==> config.mk <==
export PLATFORM = sky130hd
export DESIGN_NAME = stride_table
export DESIGN_NICKNAME = d
export VERILOG_FILES = /design/src/verilog/mvu_csr_pkg.sv /design/src/verilog/stride_table.sv
export SDC_FILE = /design/constraint.sdc
export NUM_CORES = 2
export LEC_CHECK = 0
export BUFFER_PORTS_ARGS = -buffer_cell sky130_fd_sc_hd__buf_2
export CORE_AREA = 4 4 379 381
export DETAILED_ROUTE_END_ITERATION = 7
export DIE_AREA = 0 0 383 385
export GPL_TIMING_DRIVEN = 0
export PLACE_DENSITY = 0.57
export SETUP_SLACK_MARGIN = 0.05
export SLEW_MARGIN = 10
export SYNTH_ARGS = -nofsm -noshare
export SYNTH_HDL_FRONTEND = slang
export SYNTH_SLANG_ARGS = --single-unit
==> constraint.sdc <==
create_clock -name mvu_ext_if -period 1.6 [get_ports mvu_ext_if]
set_input_delay 0 -clock mvu_ext_if [delete_from_list [all_inputs] [get_ports mvu_ext_if]]
set_output_delay 0 -clock mvu_ext_if [all_outputs]
set_load 0.02 [all_outputs]
==> src/verilog/mvu_csr_pkg.sv <==
`default_nettype none

package mvu_csr_pkg;

    // array size and bus widths
    localparam int NMVU           = 4;
    localparam int BMVUA          = 4;
    localparam int BUIDX          = $clog2(NMVU);
    localparam int APB_ADDR_WIDTH = 16;
    localparam int APB_DATA_WIDTH = 32;
    localparam int BOFFSET        = 12;

    // operands and loop table depths
    localparam int NOPER    = 3;
    localparam int NJUMPS   = 5;
    localparam int NLENGTHS = 4;
    localparam int BSLOT    = $clog2(NJUMPS);

    // field widths
    localparam int BBWADDR  = 9;
    localparam int BBDADDR  = 9;
    localparam int BJUMP    = 15;
    localparam int BLENGTH  = 15;
    localparam int BPREC    = 6;
    localparam int BCNTDWN  = 29;
    localparam int BQMSBIDX = 5;

    // field positions
    localparam int PREC_WSIGNED_BIT = 24;
    localparam int PREC_DSIGNED_BIT = 25;
    localparam int CMD_MAXEN_BIT    = 29;
    localparam int CMD_MULMODE_LSB  = 30;

    // word offsets within one unit
    typedef enum logic [BOFFSET-1:0] {
        CSR_WBASE     = 12'h000,
        CSR_IBASE     = 12'h004,
        CSR_OBASE     = 12'h008,
        CSR_WJUMP_0   = 12'h00C,
        CSR_WJUMP_1   = 12'h010,
        CSR_WJUMP_2   = 12'h014,
        CSR_WJUMP_3   = 12'h018,
        CSR_WJUMP_4   = 12'h01C,
        CSR_IJUMP_0   = 12'h020,
        CSR_IJUMP_1   = 12'h024,
        CSR_IJUMP_2   = 12'h028,
        CSR_IJUMP_3   = 12'h02C,
        CSR_IJUMP_4   = 12'h030,
        CSR_OJUMP_0   = 12'h034,
        CSR_OJUMP_1   = 12'h038,
        CSR_OJUMP_2   = 12'h03C,
        CSR_OJUMP_3   = 12'h040,
        CSR_OJUMP_4   = 12'h044,
        CSR_WLENGTH_1 = 12'h048,
        CSR_WLENGTH_2 = 12'h04C,
        CSR_WLENGTH_3 = 12'h050,
        CSR_WLENGTH_4 = 12'h054,
        CSR_ILENGTH_1 = 12'h058,
        CSR_ILENGTH_2 = 12'h05C,
        CSR_ILENGTH_3 = 12'h060,
        CSR_ILENGTH_4 = 12'h064,
        CSR_OLENGTH_1 = 12'h068,
        CSR_OLENGTH_2 = 12'h06C,
        CSR_OLENGTH_3 = 12'h070,
        CSR_OLENGTH_4 = 12'h074,
        CSR_PRECISION = 12'h078,
        CSR_COMMAND   = 12'h07C,
        CSR_QUANT     = 12'h080
    } csr_offset_e;

    typedef enum logic [2:0] {
        GRP_NONE,
        GRP_BASE,
        GRP_JUMP,
        GRP_LENGTH,
        GRP_PREC,
        GRP_COMMAND,
        GRP_QUANT
    } csr_group_e;

    typedef enum logic [1:0] {
        OPER_W,
        OPER_I,
        OPER_O
    } operand_e;

    typedef logic [BJUMP-1:0]   jump_t;
    typedef logic [BLENGTH-1:0] length_t;

    typedef struct packed {
        logic                      wr;
        logic                      rd;
        logic [BMVUA-1:0]          unit;
        csr_group_e                group;
        operand_e                  oper;
        logic [BSLOT-1:0]          slot;
        logic                      mapped;
        logic [APB_DATA_WIDTH-1:0] wdata;
    } csr_access_t;

    typedef struct packed {
        logic                      psel;
        logic                      penable;
        logic                      pwrite;
        logic [APB_ADDR_WIDTH-1:0] paddr;
        logic [APB_DATA_WIDTH-1:0] pwdata;
    } apb_req_t;

    typedef struct packed {
        logic [APB_DATA_WIDTH-1:0] prdata;
        logic                      pready;
        logic                      pslverr;
    } apb_rsp_t;

    typedef struct packed {
        logic             d_signed;
        logic             w_signed;
        logic [BPREC-1:0] oprec;
        logic [BPREC-1:0] iprec;
        logic [BPREC-1:0] wprec;
    } precision_t;

    typedef struct packed {
        logic [1:0]         mul_mode;
        logic               max_en;
        logic [BCNTDWN-1:0] countdown;
    } command_t;

    typedef struct packed {
        logic [BBWADDR-1:0]  wbase;
        logic [BBDADDR-1:0]  ibase;
        logic [BBDADDR-1:0]  obase;
        precision_t          prec;
        command_t            cmd;
        logic [BQMSBIDX-1:0] quant_msbidx;
    } unit_cfg_t;

endpackage

`default_nettype wire

==> src/verilog/stride_table.sv <==
`timescale 1ns/100ps
`default_nettype none

module stride_table #(
    parameter type                     entry_t = mvu_csr_pkg::jump_t,
    parameter int                      DEPTH   = mvu_csr_pkg::NJUMPS,
    parameter mvu_csr_pkg::csr_group_e GROUP   = mvu_csr_pkg::GRP_JUMP
) (
    input  logic                                   mvu_ext_if,
    input  logic                                   rst_n,
    input  mvu_csr_pkg::csr_access_t               access,
    output entry_t [mvu_csr_pkg::NMVU-1:0][mvu_csr_pkg::NOPER-1:0][DEPTH-1:0] entries,
    output logic [mvu_csr_pkg::APB_DATA_WIDTH-1:0] rdata
);
    import mvu_csr_pkg::*;

    localparam int EBITS = $bits(entry_t);
    localparam int BIDX  = $clog2(DEPTH);

    logic             hit;
    logic [BUIDX-1:0] unit_idx;
    logic [BIDX-1:0]  slot_idx;
    entry_t           wr_entry;

    assign hit      = access.mapped && (access.group == GROUP);
    assign unit_idx = access.unit[BUIDX-1:0];
    assign slot_idx = access.slot[BIDX-1:0];

    // upper write data bits beyond the entry width are dropped
    assign wr_entry = entry_t'(access.wdata[EBITS-1:0]);

    always_ff @(posedge mvu_ext_if) begin
        if (!rst_n) begin
            entries <= '0;
        end else if (access.wr && hit) begin
            entries[unit_idx][access.oper][slot_idx] <= wr_entry;
        end
    end

    // the bank only looks at this word when the group matches
    assign rdata = APB_DATA_WIDTH'(entries[unit_idx][access.oper][slot_idx]);

endmodule

`default_nettype wire

Yosys cells after proc, flatten, opt, wreduce, memory -nomap -nowiden

Cells that the tools add are included.
Widths: inputs -> output; s select.

$lt $le $gt $ge: 6
Reduce and logical (&&, ||, !) cells: 5
Equality and inequality tests: 1
Mux-type cells: 13

Operator list:

| kind               | count |
|---|---|
| $bwmux 900         | 1 |
| $bmux 225 s2       | 1 |
| $demux 225 s2      | 1 |
| $mux 225           | 2 |
| $bmux 75 s2        | 1 |
| $demux 75 s2       | 1 |
| $mux 75            | 2 |
| $bmux 15 s3        | 1 |
| $demux 15 s3       | 1 |
| $mux 15            | 2 |
| $lt 2x3->1 const B | 2 |
| $logic_and 1x1->1  | 5 |
| $ge 2x1->1 const B | 2 |
| $lt 3x4->1 const B | 1 |
| $eq 3x2->1 const B | 1 |
| $ge 3x1->1 const B | 1 |

Word-level logic and storage cells: 85
Register bits after elaboration: 900

Depth between registers and ports, before layout

Depth in word-level cells: 9
Mapped depth: 8
Depth with buffers taken out: 5

Least setup slack after synthesis

OpenSTA, ideal clock, no wires.

Path kind: input to output
From: input access[41] in the netlist's numbering
To: output rdata[13] in the netlist's numbering
Required time: 1600 ps
Cell stages on the path: 7
Arrival: 1805 ps
Slack: -205 ps
Buffers on the path: 4
Cells stage by stage: buf_2 -> buf_6 -> buf_6 -> buf_2 -> mux4_2 -> a221oi_1 -> nand4_1

Word-level cells in the longest chain between the ends: 6

Ends and longest elaborated chain:

| what                           | line               | RTL |
|---|---|---|
| start, declared                | stride_table.sv:11 | `input mvu_csr_pkg::csr_access_t access,` |
| $bmux 225 s2                   | stride_table.sv:41 | `assign rdata = APB_DATA_WIDTH'(entries[unit_idx][access.oper][slot_idx]);` |
| $mux 225 (implied by the code) | stride_table.sv:41 |  |
| $bmux 75 s2                    | stride_table.sv:41 |  |
| $mux 75 (implied by the code)  | stride_table.sv:41 |  |
| $bmux 15 s3                    | stride_table.sv:41 |  |
| $mux 15 (implied by the code)  | stride_table.sv:41 |  |
| end, declared                  | stride_table.sv:13 | `output logic [mvu_csr_pkg::APB_DATA_WIDTH-1:0] rdata` |

Every way passes these cells. The select of a mux whose other input is x is not followed.

Worst setup path after layout

From: register entries[583] in the netlist's numbering
To: output rdata[13] in the netlist's numbering

Word-level cells in the longest chain between the ends: 6

Ends and longest elaborated chain:

| what                            | line               | RTL |
|---|---|---|
| start, declared                 | stride_table.sv:12 | `output entry_t [mvu_csr_pkg::NMVU-1:0][mvu_csr_pkg::NOPER-1:0][DEPTH-1:0] entries,` |
| start signal, assigned by index | stride_table.sv:36 | `entries[unit_idx][access.oper][slot_idx] <= wr_entry;` |
| $bmux 225 s2                    | stride_table.sv:41 |  |
| $mux 225 (implied by the code)  | stride_table.sv:41 |  |
| $bmux 75 s2                     | stride_table.sv:41 |  |
| $mux 75 (implied by the code)   | stride_table.sv:41 |  |
| $bmux 15 s3                     | stride_table.sv:41 |  |
| $mux 15 (implied by the code)   | stride_table.sv:41 |  |

Every way passes these cells. The select of a mux whose other input is x is not followed.

==> metrics.md <==
| Metric | Value |
|---|---|
| Status | complete, but fails checks |
| Failing checks | max-capacitance violations, max-slew violations, negative setup slack |
| GRT Total Usage | 40.7% |
| Initial Util | 29.0% |
| Worst-margin pin slew | ~1.5 ns |
| Initial DRT Pass Iterations | 6 |
| CP delay by family, top | simple AND/OR/NAND/NOR gates |
| Wire length per cell | 40.7 µm |
| Largest net degree at the start of global routing | 15 |
| Arr. time, crit path | 3.04 ns |
| RR Endpoint | entries[602] |
| CTS tree | done |
| Core Util, Final | 38.1% |
| Tightest Hold Check Type | in2reg |
| Crit. End Element | output port |
| CP Cell Sequence | mux4_2, a22oi_2, and4_1, nand4_1, buf_4 |
| RSZ-0062 raised after global routing | yes |
| Top cell type's share of synthesized area | 44.2% |
| Clock buffer depth | 3 |
| R2R Path Start | entries[602] |
| Dpl cells | 7426 |
| I/O pin cnt | 981 |
| Post-layout instance area | 53600 µm² |
| Tcrit/Tclk final | 190% |
| Root Buffer | clkbuf_16 |
| Hold Path Stages | 6 |
| Cell taking the most area after synthesis | dfxtp_1 |
| Worst reg2reg setup slack | 0.37 ns |
| Synth warn | 0 |
| Initial DRC count | between 6000 and 7000 |
| Static Leak | 20.9 nW |
| DRC Markers | 0 |
| Crit Path Max Fanout | 3 |
| Buffers and inverters on the worst path | 1 |
| Clock sinks | 900 |
| Die width | 383 µm |
| Placed inst area | 48600 µm² |
| CP startpoint kind | flop |
| P&R area growth vs syn | 31.4% |
| Die ar. | approximately 150000 µm² |
| Clock transition at path regs | 0.06 ns |
| CP Class | reg2out |
| Biggest regs | entries (900) |
| Post-DP HPWL | around 240 mm |
| Worst Clk Skew | 0 ns |
| Max VDD drop | 0.000871 V |
| Via count | 44400 |
| WL final | 314 mm |
| Final Wtd Congestion | just over 1 |
| Syn Inst Count | 4579 |
| First-pass GRT wire length | 396 mm |
| Power per Cell Area | 963 nW/µm² |
| Hold Crit Start | access[33] |
| Count of final setup violators | 25 |
| Max-slew headroom | -0.597% |
| CP required | approximately 1.6 ns |
| Slew Limit Fails | 11 |
| Global route overflow | 0 |
| Final hold vios | 0 |
| Largest Register | entries |
| Area contributors post-synth | dfxtp_1 44%, nand2_1 17%, mux4_2 12% |
| Maxcap violations | 1 |
| Core area | 141000 µm² |
| Largest register FFs | 900 |
| Post-DR vias/cell | approximately 5.8 |
| Final net count | 5754 |
| Synth cell types | 35 |
| Worst hold endpoint | entries[419] |
| Crit path max-delay cell type | mux4_2 |
| Fin cells | 7702 |
| Htree depth | 3 |
| Vias in the first global route | 39800 |
| Worst-Skew Late Latency | 0.77 ns |
| Port-buffer cells | between 900 and 1000 |
| Dpl ws | -2.35 ns |
| Fin worst setup slack | -1.44 ns |
| Initial antenna violation count | 40 |
| F_max | 329 MHz |
| Die height | 385 µm |
| Max stage delay on crit path | 0.59 ns |
| R2R cell count | 3 |
| CTS buffer count | between 100 and 150 |
| Antenna Violating Nets Remaining | 0 |
| Tmin final | 3.04 ns |
| Post-synthesis cell area | 40800 µm² |
| Ratio of cells with drive above 1 in the final layout | 31.9% |
| Yosys reg bits | 900 |
| Avg Synthesized Cell Area | 8.91 µm² |
| Sequential area share after synthesis | about 44% |
| Num rows | approximately 140 |
cell families (layout without fill, tap and decap cells):
kind of cell    after synthesis  count (layout)  share of synthesized area, %
compound gates             1005            1005                          18.6
buf+inv                     434            1625                          4.94
flops                       900             900                          44.2
mux                         225             225                          12.4
other cells                   1              43                       0.00919
simple gates               2014            2014                          19.9
layout by cell type (no fill, tap or decap), drive strengths merged, types with 2 or more instances in the layout:
cell type | Yosys | final
a21boi | 900 | 900
a221oi | 15 | 15
a22o | 15 | 15
a22oi | 75 | 75
and2 | 12 | 12
and3 | 3 | 3
and4 | 15 | 15
buf | 191 | 1178
bufinv | 0 | 7
clkbuf | 243 | 386
clkdlybuf4s15 | 0 | 7
clkinv | 0 | 22
conb | 1 | 17
dfxtp | 900 | 900
diode | 0 | 26
dlygate4sd3 | 0 | 19
inv | 0 | 6
mux4 | 225 | 225
nand2 | 1887 | 1887
nand3 | 3 | 3
nand4 | 15 | 15
nor2 | 62 | 62
nor2b | 2 | 2
nor3b | 3 | 3
nor4b | 2 | 2
or4b | 2 | 2
per-stage QoR:
step | hold slack, ns | total power, mW | TNS, ns
floorplan | 0.352 | 24.4 | 0
global placement | 0.450 | 26.6 | -938.22
detailed placement | 0.451 | 26.7 | -932.91
CTS | -0.102 | 51.2 | -19.31
global route | 0.0333 | 52.1 | -18.88
finish | 0.0180 | 51.6 | -19.72
power by group:
group	internal [mW]	switching [mW]	total, mW
Sequential	22.4	0.00470	22.4
Combinational	0.988	3.13	4.12
Clock	14.3	10.8	25.1
cell type report:
| cell class | instances | area, µm² |
|---|---|---|
| tap | 1890 | 2360 |
| clock buffer | 151 | 3040 |
| buffer | 430 | 2510 |
| fill | 14500 | 86900 |
| clock inverter | 35 | 432 |
| multi-input combinational | 3261 | 21400 |
| timing repair buffer | 1009 | 5670 |
| sequential | 900 | 18100 |
| antenna | 26 | 65.1 |
worst max-delay path by stage:
stage / from / endpoint / slack (ns) / cells past startpoint
2_1_floorplan: access[40] / entries[563] / 0.04 / 8
3_3_place_gp: access[42] / rdata[10] / -2.33 / 9
3_5_place_dp: access[42] / rdata[10] / -2.35 / 9
4_1_cts: entries[792] / rdata[12] / -1.37 / 5
5_1_grt: entries[792] / rdata[12] / -1.40 / 5
6_report: entries[583] / rdata[13] / -1.44 / 5
worst min-delay path: cells and delay by family:
kind            cells  cell delay [ns]
simple gates        4             0.44
buf+inv             1             0.20
compound gates      1             0.07
layer usage:
metal / wire length, µm / vias up / global-route usage [%]
met5: 274 / - / 0
met2: 130000 / 3829 / 59.9
met4: 28300 / 14 / 28.3
met3: 46100 / 992 / 18.1
met1: 109000 / 21800 / 47.2
li1: - / 17700 / -
synth_stat cells:
library cell,instances
a21boi_0,464
a21boi_1,436
a221oi_1,15
a22o_1,15
a22oi_1,75
and2_1,12
and2b_1,1
and3_1,3
and3b_1,1
and4_1,15
and4bb_2,1
buf_1,21
buf_2,108
buf_4,57
buf_6,5
clkbuf_1,243
conb_1,1
dfxtp_1,900
mux4_2,225
nand2_1,1887
nand3_1,3
nand4_1,15
nand4b_4,1
nand4bb_1,1
nor2_1,9
nor2_2,23
nor2_4,30
nor2b_1,2
nor3_2,1
nor3b_1,1
nor3b_2,2
nor4_2,1
nor4b_2,2
or4_1,1
or4b_1,2
repair_timing:
item | CTS | global route
gates resized for setup | 240 | 81
setup buffers | 39 | 10
pin swaps | 52 | 27
endpoints found under the setup margin | 677 | 342
hold endpoints to repair | 172 | 0
gates cloned | 0 | 0
hold buffers | 19 | 0
(Power assumes the default switching activity.)
