`src/verilog/mvu_csr_pkg.sv`:
```
`default_nettype none

package mvu_csr_pkg;

    // array size and bus widths
    localparam int NMVU           = 4;
    localparam int BMVUA          = 4;
    localparam int BUIDX          = $clog2(NMVU);
    localparam int APB_ADDR_WIDTH = 16;
    localparam int APB_DATA_WIDTH = 32;
    localparam int BOFFSET        = 12;

    // operands and loop table depths
    localparam int NOPER    = 3;
    localparam int NJUMPS   = 5;
    localparam int NLENGTHS = 4;
    localparam int BSLOT    = $clog2(NJUMPS);

    // field widths
    localparam int BBWADDR  = 9;
    localparam int BBDADDR  = 9;
    localparam int BJUMP    = 15;
    localparam int BLENGTH  = 15;
    localparam int BPREC    = 6;
    localparam int BCNTDWN  = 29;
    localparam int BQMSBIDX = 5;

    // field positions
    localparam int PREC_WSIGNED_BIT = 24;
    localparam int PREC_DSIGNED_BIT = 25;
    localparam int CMD_MAXEN_BIT    = 29;
    localparam int CMD_MULMODE_LSB  = 30;

    // word offsets within one unit
    typedef enum logic [BOFFSET-1:0] {
        CSR_WBASE     = 12'h000,
        CSR_IBASE     = 12'h004,
        CSR_OBASE     = 12'h008,
        CSR_WJUMP_0   = 12'h00C,
        CSR_WJUMP_1   = 12'h010,
        CSR_WJUMP_2   = 12'h014,
        CSR_WJUMP_3   = 12'h018,
        CSR_WJUMP_4   = 12'h01C,
        CSR_IJUMP_0   = 12'h020,
        CSR_IJUMP_1   = 12'h024,
        CSR_IJUMP_2   = 12'h028,
        CSR_IJUMP_3   = 12'h02C,
        CSR_IJUMP_4   = 12'h030,
        CSR_OJUMP_0   = 12'h034,
        CSR_OJUMP_1   = 12'h038,
        CSR_OJUMP_2   = 12'h03C,
        CSR_OJUMP_3   = 12'h040,
        CSR_OJUMP_4   = 12'h044,
        CSR_WLENGTH_1 = 12'h048,
        CSR_WLENGTH_2 = 12'h04C,
        CSR_WLENGTH_3 = 12'h050,
        CSR_WLENGTH_4 = 12'h054,
        CSR_ILENGTH_1 = 12'h058,
        CSR_ILENGTH_2 = 12'h05C,
        CSR_ILENGTH_3 = 12'h060,
        CSR_ILENGTH_4 = 12'h064,
        CSR_OLENGTH_1 = 12'h068,
        CSR_OLENGTH_2 = 12'h06C,
        CSR_OLENGTH_3 = 12'h070,
        CSR_OLENGTH_4 = 12'h074,
        CSR_PRECISION = 12'h078,
        CSR_COMMAND   = 12'h07C,
        CSR_QUANT     = 12'h080
    } csr_offset_e;

    typedef enum logic [2:0] {
        GRP_NONE,
        GRP_BASE,
        GRP_JUMP,
        GRP_LENGTH,
        GRP_PREC,
        GRP_COMMAND,
        GRP_QUANT
    } csr_group_e;

    typedef enum logic [1:0] {
        OPER_W,
        OPER_I,
        OPER_O
    } operand_e;

    typedef logic [BJUMP-1:0]   jump_t;
    typedef logic [BLENGTH-1:0] length_t;

    typedef struct packed {
        logic                      wr;
        logic                      rd;
        logic [BMVUA-1:0]          unit;
        csr_group_e                group;
        operand_e                  oper;
        logic [BSLOT-1:0]          slot;
        logic                      mapped;
        logic [APB_DATA_WIDTH-1:0] wdata;
    } csr_access_t;

    typedef struct packed {
        logic                      psel;
        logic                      penable;
        logic                      pwrite;
        logic [APB_ADDR_WIDTH-1:0] paddr;
        logic [APB_DATA_WIDTH-1:0] pwdata;
    } apb_req_t;

    typedef struct packed {
        logic [APB_DATA_WIDTH-1:0] prdata;
        logic                      pready;
        logic                      pslverr;
    } apb_rsp_t;

    typedef struct packed {
        logic             d_signed;
        logic             w_signed;
        logic [BPREC-1:0] oprec;
        logic [BPREC-1:0] iprec;
        logic [BPREC-1:0] wprec;
    } precision_t;

    typedef struct packed {
        logic [1:0]         mul_mode;
        logic               max_en;
        logic [BCNTDWN-1:0] countdown;
    } command_t;

    typedef struct packed {
        logic [BBWADDR-1:0]  wbase;
        logic [BBDADDR-1:0]  ibase;
        logic [BBDADDR-1:0]  obase;
        precision_t          prec;
        command_t            cmd;
        logic [BQMSBIDX-1:0] quant_msbidx;
    } unit_cfg_t;

endpackage

`default_nettype wire

```
`src/verilog/apb_decode.sv`:
```
`timescale 1ns/100ps
`default_nettype none

module apb_decode (
    input  mvu_csr_pkg::apb_req_t    apb_req,
    output mvu_csr_pkg::csr_access_t access
);
    import mvu_csr_pkg::*;

    logic               access_phase;
    logic [BMVUA-1:0]   unit_id;
    logic [BOFFSET-1:0] offset_bits;
    csr_offset_e        offset;
    csr_group_e         group;
    operand_e           oper;
    logic [BOFFSET-1:0] run_start;
    logic [BOFFSET-1:0] slot_diff;
    logic               mapped;

    assign access_phase = apb_req.psel && apb_req.penable;
    assign unit_id      = apb_req.paddr[APB_ADDR_WIDTH-1 -: BMVUA];
    assign offset_bits  = apb_req.paddr[BOFFSET-1:0];
    assign offset       = csr_offset_e'(offset_bits);

    // run_start is the first offset of a table run, so the slot is the word distance to it
    always_comb begin
        group     = GRP_NONE;
        oper      = OPER_W;
        run_start = offset_bits;
        unique case (offset)
            CSR_WBASE: begin
                group = GRP_BASE;
                oper  = OPER_W;
            end
            CSR_IBASE: begin
                group = GRP_BASE;
                oper  = OPER_I;
            end
            CSR_OBASE: begin
                group = GRP_BASE;
                oper  = OPER_O;
            end
            CSR_WJUMP_0, CSR_WJUMP_1, CSR_WJUMP_2, CSR_WJUMP_3, CSR_WJUMP_4: begin
                group     = GRP_JUMP;
                oper      = OPER_W;
                run_start = CSR_WJUMP_0;
            end
            CSR_IJUMP_0, CSR_IJUMP_1, CSR_IJUMP_2, CSR_IJUMP_3, CSR_IJUMP_4: begin
                group     = GRP_JUMP;
                oper      = OPER_I;
                run_start = CSR_IJUMP_0;
            end
            CSR_OJUMP_0, CSR_OJUMP_1, CSR_OJUMP_2, CSR_OJUMP_3, CSR_OJUMP_4: begin
                group     = GRP_JUMP;
                oper      = OPER_O;
                run_start = CSR_OJUMP_0;
            end
            // length slot 1 lands on table entry 0
            CSR_WLENGTH_1, CSR_WLENGTH_2, CSR_WLENGTH_3, CSR_WLENGTH_4: begin
                group     = GRP_LENGTH;
                oper      = OPER_W;
                run_start = CSR_WLENGTH_1;
            end
            CSR_ILENGTH_1, CSR_ILENGTH_2, CSR_ILENGTH_3, CSR_ILENGTH_4: begin
                group     = GRP_LENGTH;
                oper      = OPER_I;
                run_start = CSR_ILENGTH_1;
            end
            CSR_OLENGTH_1, CSR_OLENGTH_2, CSR_OLENGTH_3, CSR_OLENGTH_4: begin
                group     = GRP_LENGTH;
                oper      = OPER_O;
                run_start = CSR_OLENGTH_1;
            end
            CSR_PRECISION: group = GRP_PREC;
            CSR_COMMAND:   group = GRP_COMMAND;
            CSR_QUANT:     group = GRP_QUANT;
            default:       group = GRP_NONE;
        endcase
    end

    assign slot_diff = offset_bits - run_start;

    // unknown offsets and absent units are both unmapped
    assign mapped = (group != GRP_NONE) && (unit_id < BMVUA'(NMVU));

    assign access = '{
        wr:     access_phase && apb_req.pwrite,
        rd:     access_phase && !apb_req.pwrite,
        unit:   unit_id,
        group:  group,
        oper:   oper,
        slot:   slot_diff[2 +: BSLOT],
        mapped: mapped,
        wdata:  apb_req.pwdata
    };

endmodule

`default_nettype wire

```
`config.mk`:
```
export PLATFORM = sky130hd
export DESIGN_NAME = apb_decode
export DESIGN_NICKNAME = d
export VERILOG_FILES = /design/src/verilog/mvu_csr_pkg.sv /design/src/verilog/apb_decode.sv
export SDC_FILE = /design/constraint.sdc
export NUM_CORES = 1
export LEC_CHECK = 0
export BUFFER_PORTS_ARGS = -buffer_cell sky130_fd_sc_hd__buf_4
export CELL_PAD_IN_SITES_DETAIL_PLACEMENT = 0
export CELL_PAD_IN_SITES_GLOBAL_PLACEMENT = 1
export CORE_ASPECT_RATIO = 1.2
export CORE_MARGIN = 2
export CORE_UTILIZATION = 18
export DETAILED_ROUTE_END_ITERATION = 7
export PLACE_DENSITY = 0.83
export SETUP_SLACK_MARGIN = 0.15
export SLEW_MARGIN = 5
export SYNTH_ARGS = -nofsm -noshare
export SYNTH_HDL_FRONTEND = slang
export SYNTH_SLANG_ARGS = --single-unit
```
`constraint.sdc`:
```
create_clock -name vclk -period 1.65
set_clock_uncertainty 0.15 [all_clocks]
set_input_delay 0.0825 -clock vclk [all_inputs]
set_output_delay 0.0825 -clock vclk [all_outputs]
set_load 0.02 [all_outputs]
```
## Word-level counts from Yosys, hierarchy flattened

Index checks and enable logic that the tools add are counted.

| word-level totals | value |
|---|---|
| bits in registers | 0 |
| bits of input ports | 51 |
| output and inout port bits | 47 |
| word-level logic and storage cells | 55 |

| operators by class | value |
|---|---|
| add/subtract/negate cells | 1 |
| magnitude comparators | 1 |
| eq/ne operators | 32 |
| muxes and demuxes | 3 |
| reduce and logical (&&, ||, !) cells | 18 |

Operators with widths:

| kind | count |
|---|---|
| == test 12 x 7 -> 1 bit, second input constant | 16 |
| == test 12 x 6 -> 1 bit, second input constant | 8 |
| == test 12 x 5 -> 1 bit, second input constant | 4 |
| case mux 5 bit (6 select lines) | 1 |
| == test 12 x 4 -> 1 bit, second input constant | 2 |
| OR reduction 10 bit | 2 |
| case mux 3 bit (6 select lines) | 1 |
| OR reduction 15 bit | 1 |
| OR reduction 5 bit | 3 |
| == test 12 x 3 -> 1 bit, second input constant | 1 |
| == test 12 x 8 -> 1 bit, second input constant | 1 |
| zero test 12 bit | 1 |
| OR reduction 12 bit | 1 |
| OR reduction 4 bit | 3 |
| subtractor 5 bit | 1 |
| logical AND 1 bit | 4 |
| < comparator 4 x 3 -> 1 bit, second input constant | 1 |
| case mux 2 bit (2 select lines) | 1 |
| nonzero test 3 bit | 1 |
| OR reduction 3 bit | 1 |
| zero test 1 bit | 1 |

## Depth between registers and ports, before layout

Gate-level depths: netlist of the first run.

| logic depth | value |
|---|---|
| word-level depth | 5 |
| gate-level depth with buffers | 9 |
| depth with buffers taken out | 8 |

## Worst setup path after synthesis of the first run

No wires, ideal clock.

| timing path | value |
|---|---|
| path type | input to output |
| start | input port apb_req[41] (netlist bit) |
| end | output port access[35] (netlist bit) |
| data arrival time | 1.673 ns |
| required time | 1.417 ns |
| slack | -0.255 ns |
| cell stages on the path | 8 |
| path buffers | 0 |
| path through | nor4_4 and3b_2 and3_1 a211oi_2 ha_1 o21a_1 nor2_1 xnor2_1 |

RTL lines:

| element | line | RTL |
|---|---|---|
| start: declaration | apb_decode.sv:5 | `input mvu_csr_pkg::apb_req_t apb_req,` |
| end: declaration | apb_decode.sv:6 | `output mvu_csr_pkg::csr_access_t access` |

==> flow_metrics.env, run 1 <==
export IMPL_status="finished with violations"
export IMPL_violations="setup timing"
export IMPL_path_class="in -> out"
export IMPL_core_sq_um=3940
export IMPL_nFillCells=473
export IMPL_synthMuxAreaShare_pct=0
export IMPL_routed_wl_um=1830
export IMPL_nets=165
export IMPL_synth_area_per_cell_sq_um=7.04
export IMPL_post_route_period_util_pct=125
export IMPL_yosys_area_top_type_share_pct=39.6
export IMPL_drt_iter0_drc=15
export IMPL_ios=98
export IMPL_vias_per_cell=4.19
export IMPL_required_ns=1.42
export IMPL_clkbuf_count=0
export IMPL_critPathLaunch="apb_req[41]"
export IMPL_setup_worst_path_end="access[35]"
export IMPL_critPathArrivalTime_ns=1.83
export IMPL_routabilityCongestion=0.785
export IMPL_whs_ns=0.0150
export IMPL_num_vias=687
export IMPL_routedWlPerCell_um=11.2
export IMPL_max_freq_mhz=485
export IMPL_synth_area_leaders="buf_4 (40%), a211oi_2 (5.1%), nor2_1 (5.1%)"
export IMPL_slew_violations=0
export IMPL_start_util_pct=18.8
export IMPL_seq_area_sq_um=0
export IMPL_p_leak_nw=0.418
export IMPL_hold_violations=0
export IMPL_synth_xor_area_share_pct=1.18
export IMPL_track_usage_pct=7.19
export IMPL_grt_max_degree=16
export IMPL_syn2layout_area_growth_pct=28.3
export IMPL_antenna_found_initial=0
export IMPL_synth_compound_area_share_pct=26.2
export IMPL_rsz0062_at_grt="true"
export IMPL_die_x_um=62.5
export IMPL_dieHeight_um=74.2
export IMPL_grt_pass1_vias=616
export IMPL_synth_simple_area_share_pct=25.2
export IMPL_power_density_nw_per_um2=244
export IMPL_finalCriticalPeriod_ns=2.06
export IMPL_crit_path_max_fanout=3
export IMPL_maxCapViolations=0
export IMPL_max_slew_margin_pct=82.0
export IMPL_syn_nets=158
export IMPL_peakVddDrop_v=0.000145
export IMPL_tns_ns=-0.932
export IMPL_finalSetupViolCount=3
export IMPL_fin_ws_ns=-0.414
export IMPL_synth_top_family_by_area="buffers and inverters"
export IMPL_port_buffers=30
export IMPL_drtPass1Iterations=4
export IMPL_syn_inst=105
export IMPL_die_area_sq_um=4640
export IMPL_cp_start_kind="input pin"
export IMPL_antenna_cells=0
export IMPL_synth_fa_ha_area_share_pct=3.38
export IMPL_cts_hold_buf=0
export IMPL_drive_gt1_share_pct=58.2
export IMPL_syn_area_sq_um=739
export IMPL_grt_pass1_wl_um=2830
export IMPL_synth_area_leader_cell="buf_4"
export IMPL_seq_cells=0
export IMPL_dp_hpwl_um=1470
export IMPL_worstHoldStart="apb_req[31]"
export IMPL_tightest_slew_ns=0.267
export IMPL_grt_overflow=0
export IMPL_remaining_drc_errors=0
export IMPL_cp_end_kind="output pin"
export IMPL_ant_nets=0
export IMPL_rows=25
export IMPL_seq_area_frac_synth_pct=0
export IMPL_ys_warn_count=0
export IMPL_min_path_type="in -> out"
export IMPL_yosysUniqueCellTypes=33
[what timing repair did]
| action | 4_1_cts | 5_1_grt |
|---|---|---|
| pin swaps | 2 | 4 |
| endpoints found under the setup margin | 5 | 7 |
| gates resized for setup | 8 | 11 |
| buffers inserted | 1 | 0 |
| gates cloned | 0 | 0 |
[kinds of logic (layout without fill, tap and decap cells)]
group | after synthesis | in the layout
simple gates | 29 | 29
buf+inv | 46 | 51
fa+ha+maj | 2 | 2
compound gates | 27 | 27
xor+xnor | 1 | 1
[layout make-up]
class                           count  area (sq um)  area share, %
Tap cell                           54          67.6           7.12
Timing Repair Buffer               49           418           44.1
Multi-Input combinational cell     59           455           48.0
Inverter                            2          7.51          0.792
[layout by cell type (no fill, tap or decap), types with 2 or more instances in the layout]
cell type and count:
ha_1 2, a211oi_2 3, nand4_1 3, nand3b_1 2
nor2_1 7, inv_1 2, buf_4 38, and3_1 2
a21bo_2 2, nor2_4 2, o21ai_0 5, buf_6 10
nand2_1 4, a21oi_1 6
[power by group]
part	leakage, nW	total, mW	internal (mW)	switching, mW
registers	0	0	0	0
clock network	0	0	0	0
logic	0.418	0.231	0.124	0.107
[cell usage after synthesis (all sizes together), types with 2 or more instances]
master   n
a21oi    6
nor2    10
a21bo    2
and3     2
a211oi   3
nand4    3
nand3b   2
inv      2
nand2    4
buf     44
nor4b    2
ha       2
o21ai    6
[worst min-delay path by stage]
stage	depth (start not counted)	endpoint	slack, ns
after global placement	0	access[14]	0.02
final	0	access[31]	0.02
after detailed placement	0	access[14]	0.02
after global routing	0	access[26]	0.02
after floorplan	1	access[45]	0.09
after CTS	0	access[14]	0.02
[worst max-delay path: stages]
cell	delay (ns)
buf_6	0.09
nor4_4	0.30
and3b_2	0.25
and3_1	0.16
a211oi_2	0.05
ha_1	0.30
o21a_1	0.20
nor2_2	0.12
xnor2_2	0.12
buf_4	0.15
[metal layers]
| metal | up-vias | global-route usage [%] | part of all wire, % |
|---|---|---|---|
| met5 | - | 0 | 0 |
| met4 | 0 | 2.47 | 1.9 |
| met3 | 12 | 0.756 | 7.1 |
| met2 | 17 | 13.7 | 55 |
| met1 | 313 | 8.43 | 36 |
| li1 | 345 | - | - |
[per-stage QoR]
step	util (%)	total power, mW	std cells	worst slack (ns)	area (sq um)
floorplan	-	0.230	105	-0.175	752
global placement	21.9	0.206	163	-0.419	862
detailed placement	21.9	0.207	163	-0.436	862
CTS	22.9	0.221	164	-0.435	902
global route	24.1	0.251	164	-0.508	948
finish	24.1	0.231	164	-0.414	948
No activity file was read; power rests on OpenSTA's default activity.
==> inputs of run 2 (changes only) <==
--- a/config.mk
+++ b/config.mk
@@ -12,7 +12,7 @@
 export CORE_MARGIN = 2
 export CORE_UTILIZATION = 18
 export DETAILED_ROUTE_END_ITERATION = 7
-export PLACE_DENSITY = 0.83
+export PLACE_DENSITY_LB_ADDON = 0.1
 export SETUP_SLACK_MARGIN = 0.15
 export SLEW_MARGIN = 5
 export SYNTH_ARGS = -nofsm -noshare
==> run 2 against run 1 <==
Against the previous run:
- the flow still finishes with violations (setup timing)
- fmax is 1.8% lower
- sequential share of layout area stayed put
- design area is 10% higher
- hold slack hardly changed
- critical path type unchanged
- critical endpoint unchanged
- largest power group unchanged
==> flow_metrics.env, run 2 (same netlist as run 1, synthesis figures left out) <==
export IMPL_finalSetupViolCount=3
export IMPL_dieHeight_um=74.2
export IMPL_required_ns=1.42
export IMPL_path_class="in -> out"
export IMPL_routabilityCongestion=0.761
export IMPL_fin_ws_ns=-0.452
export IMPL_ios=98
export IMPL_grt_pass1_vias=739
export IMPL_rows=25
export IMPL_final_cell_mix="buf_4 (41), buf_6 (14), nor2_1 (6)"
export IMPL_cp_end_kind="output pin"
export IMPL_hold_depth=0
export IMPL_tightest_slew_ns=0.322
export IMPL_die_x_um=62.5
export IMPL_power_density_nw_per_um2=240
export IMPL_status="finished with violations"
export IMPL_critical_path_buf_inv_count=2
export IMPL_drtPass1Iterations=4
export IMPL_routedWlPerCell_um=12.3
export IMPL_remaining_drc_errors=0
export IMPL_hold_violations=0
export IMPL_nets=172
export IMPL_antenna_found_initial=0
export IMPL_seq_area_sq_um=0
export IMPL_max_slew_margin_pct=78.3
export IMPL_finalCriticalPeriod_ns=2.10
export IMPL_grt_overflow=0
export IMPL_cts_hold_buf=0
export IMPL_crit_cells=10
export IMPL_crit_path_max_fanout=3
export IMPL_peakVddDrop_v=0.0000555
export IMPL_p_leak_nw=0.454
export IMPL_violations="setup timing"
export IMPL_dp_hpwl_um=1710
export IMPL_cp_slowest_cell="nor4_4"
export IMPL_critPathArrivalTime_ns=1.87
export IMPL_syn2layout_area_growth_pct=41.3
export IMPL_start_util_pct=18.8
export IMPL_core_sq_um=3940
export IMPL_rsz0062_at_grt="true"
export IMPL_min_path_type="in -> out"
export IMPL_grt_max_degree=9
export IMPL_num_vias=763
export IMPL_vias_per_cell=4.46
export IMPL_grt_pass1_wl_um=3420
export IMPL_crit_family="simple AND/OR/NAND/NOR gates"
export IMPL_multi_input_area_sq_um=489
export IMPL_track_usage_pct=8.64
export IMPL_crit_chain="buf_6, nor4_4, and3b_2, and3_4, a211oi_2, ha_1, o21a_1, nor2_2, xnor2_2, buf_4"
export IMPL_slowest_delay_ns=0.31
export IMPL_power_mw=0.251
export IMPL_die_area_sq_um=4640
export IMPL_routed_wl_um=2110
export IMPL_final_common_cell="buf_4"
export IMPL_port_buffers=30
export IMPL_post_route_period_util_pct=127
export IMPL_clkbuf_count=0
export IMPL_maxCapViolations=0
export IMPL_max_freq_mhz=476
export IMPL_nFillCells=455
export IMPL_ant_nets=0
export IMPL_drt_iter0_drc=10
export IMPL_slew_violations=0
export IMPL_whs_ns=0.0150
export IMPL_cp_start_kind="input pin"
export IMPL_antenna_cells=0
export IMPL_drive_gt1_share_pct=65.0
export IMPL_seq_cells=0
-- run 2: through the flow --
stage | area (sq um) | setup WS [ns] | instances | setup TNS [ns] | utilization, %
5_1_grt | 1040 | -0.544 | 171 | -1.37 | 26.5
2_1_floorplan | 752 | -0.175 | 105 | -0.285 | -
6_report | 1040 | -0.452 | 171 | -1.00 | 26.5
4_1_cts | 985 | -0.446 | 169 | -0.960 | 25.0
3_5_place_dp | 892 | -0.452 | 167 | -1.07 | 22.6
3_3_place_gp | 892 | -0.488 | 167 | -1.27 | 22.6
-- run 2: area by class of cell --
class                      count  area share (%)
timing repair buffer          56            46.0
tap                           54            6.47
inverter                       2           0.719
multi-input combinational     59            46.8
-- run 2: metal layers --
metal	wire [um]	up-vias	track usage, %
met5	0	-	0
met4	42	0	2.22
met3	209	12	2.72
met2	1090	36	15.9
met1	769	357	9.79
li1	-	358	-
-- run 2: path summary, 6_finish.rpt --
check | slack, ns | to | start
setup / recovery | -0.45 | access[35] | apb_req[41]
hold / removal | 0.02 | access[28] | apb_req[28]
-- run 2: power by group --
group	internal (mW)	total (mW)	switching, mW
clock	0	0	0
sequential	0	0	0
combinational	0.136	0.251	0.115
total	0.136	0.251	0.115
-- run 2: timing repair --
action,CTS,global route
buffers inserted,2,2
setup endpoints to repair,7,8
pin swaps,6,9
gates resized for setup,18,11
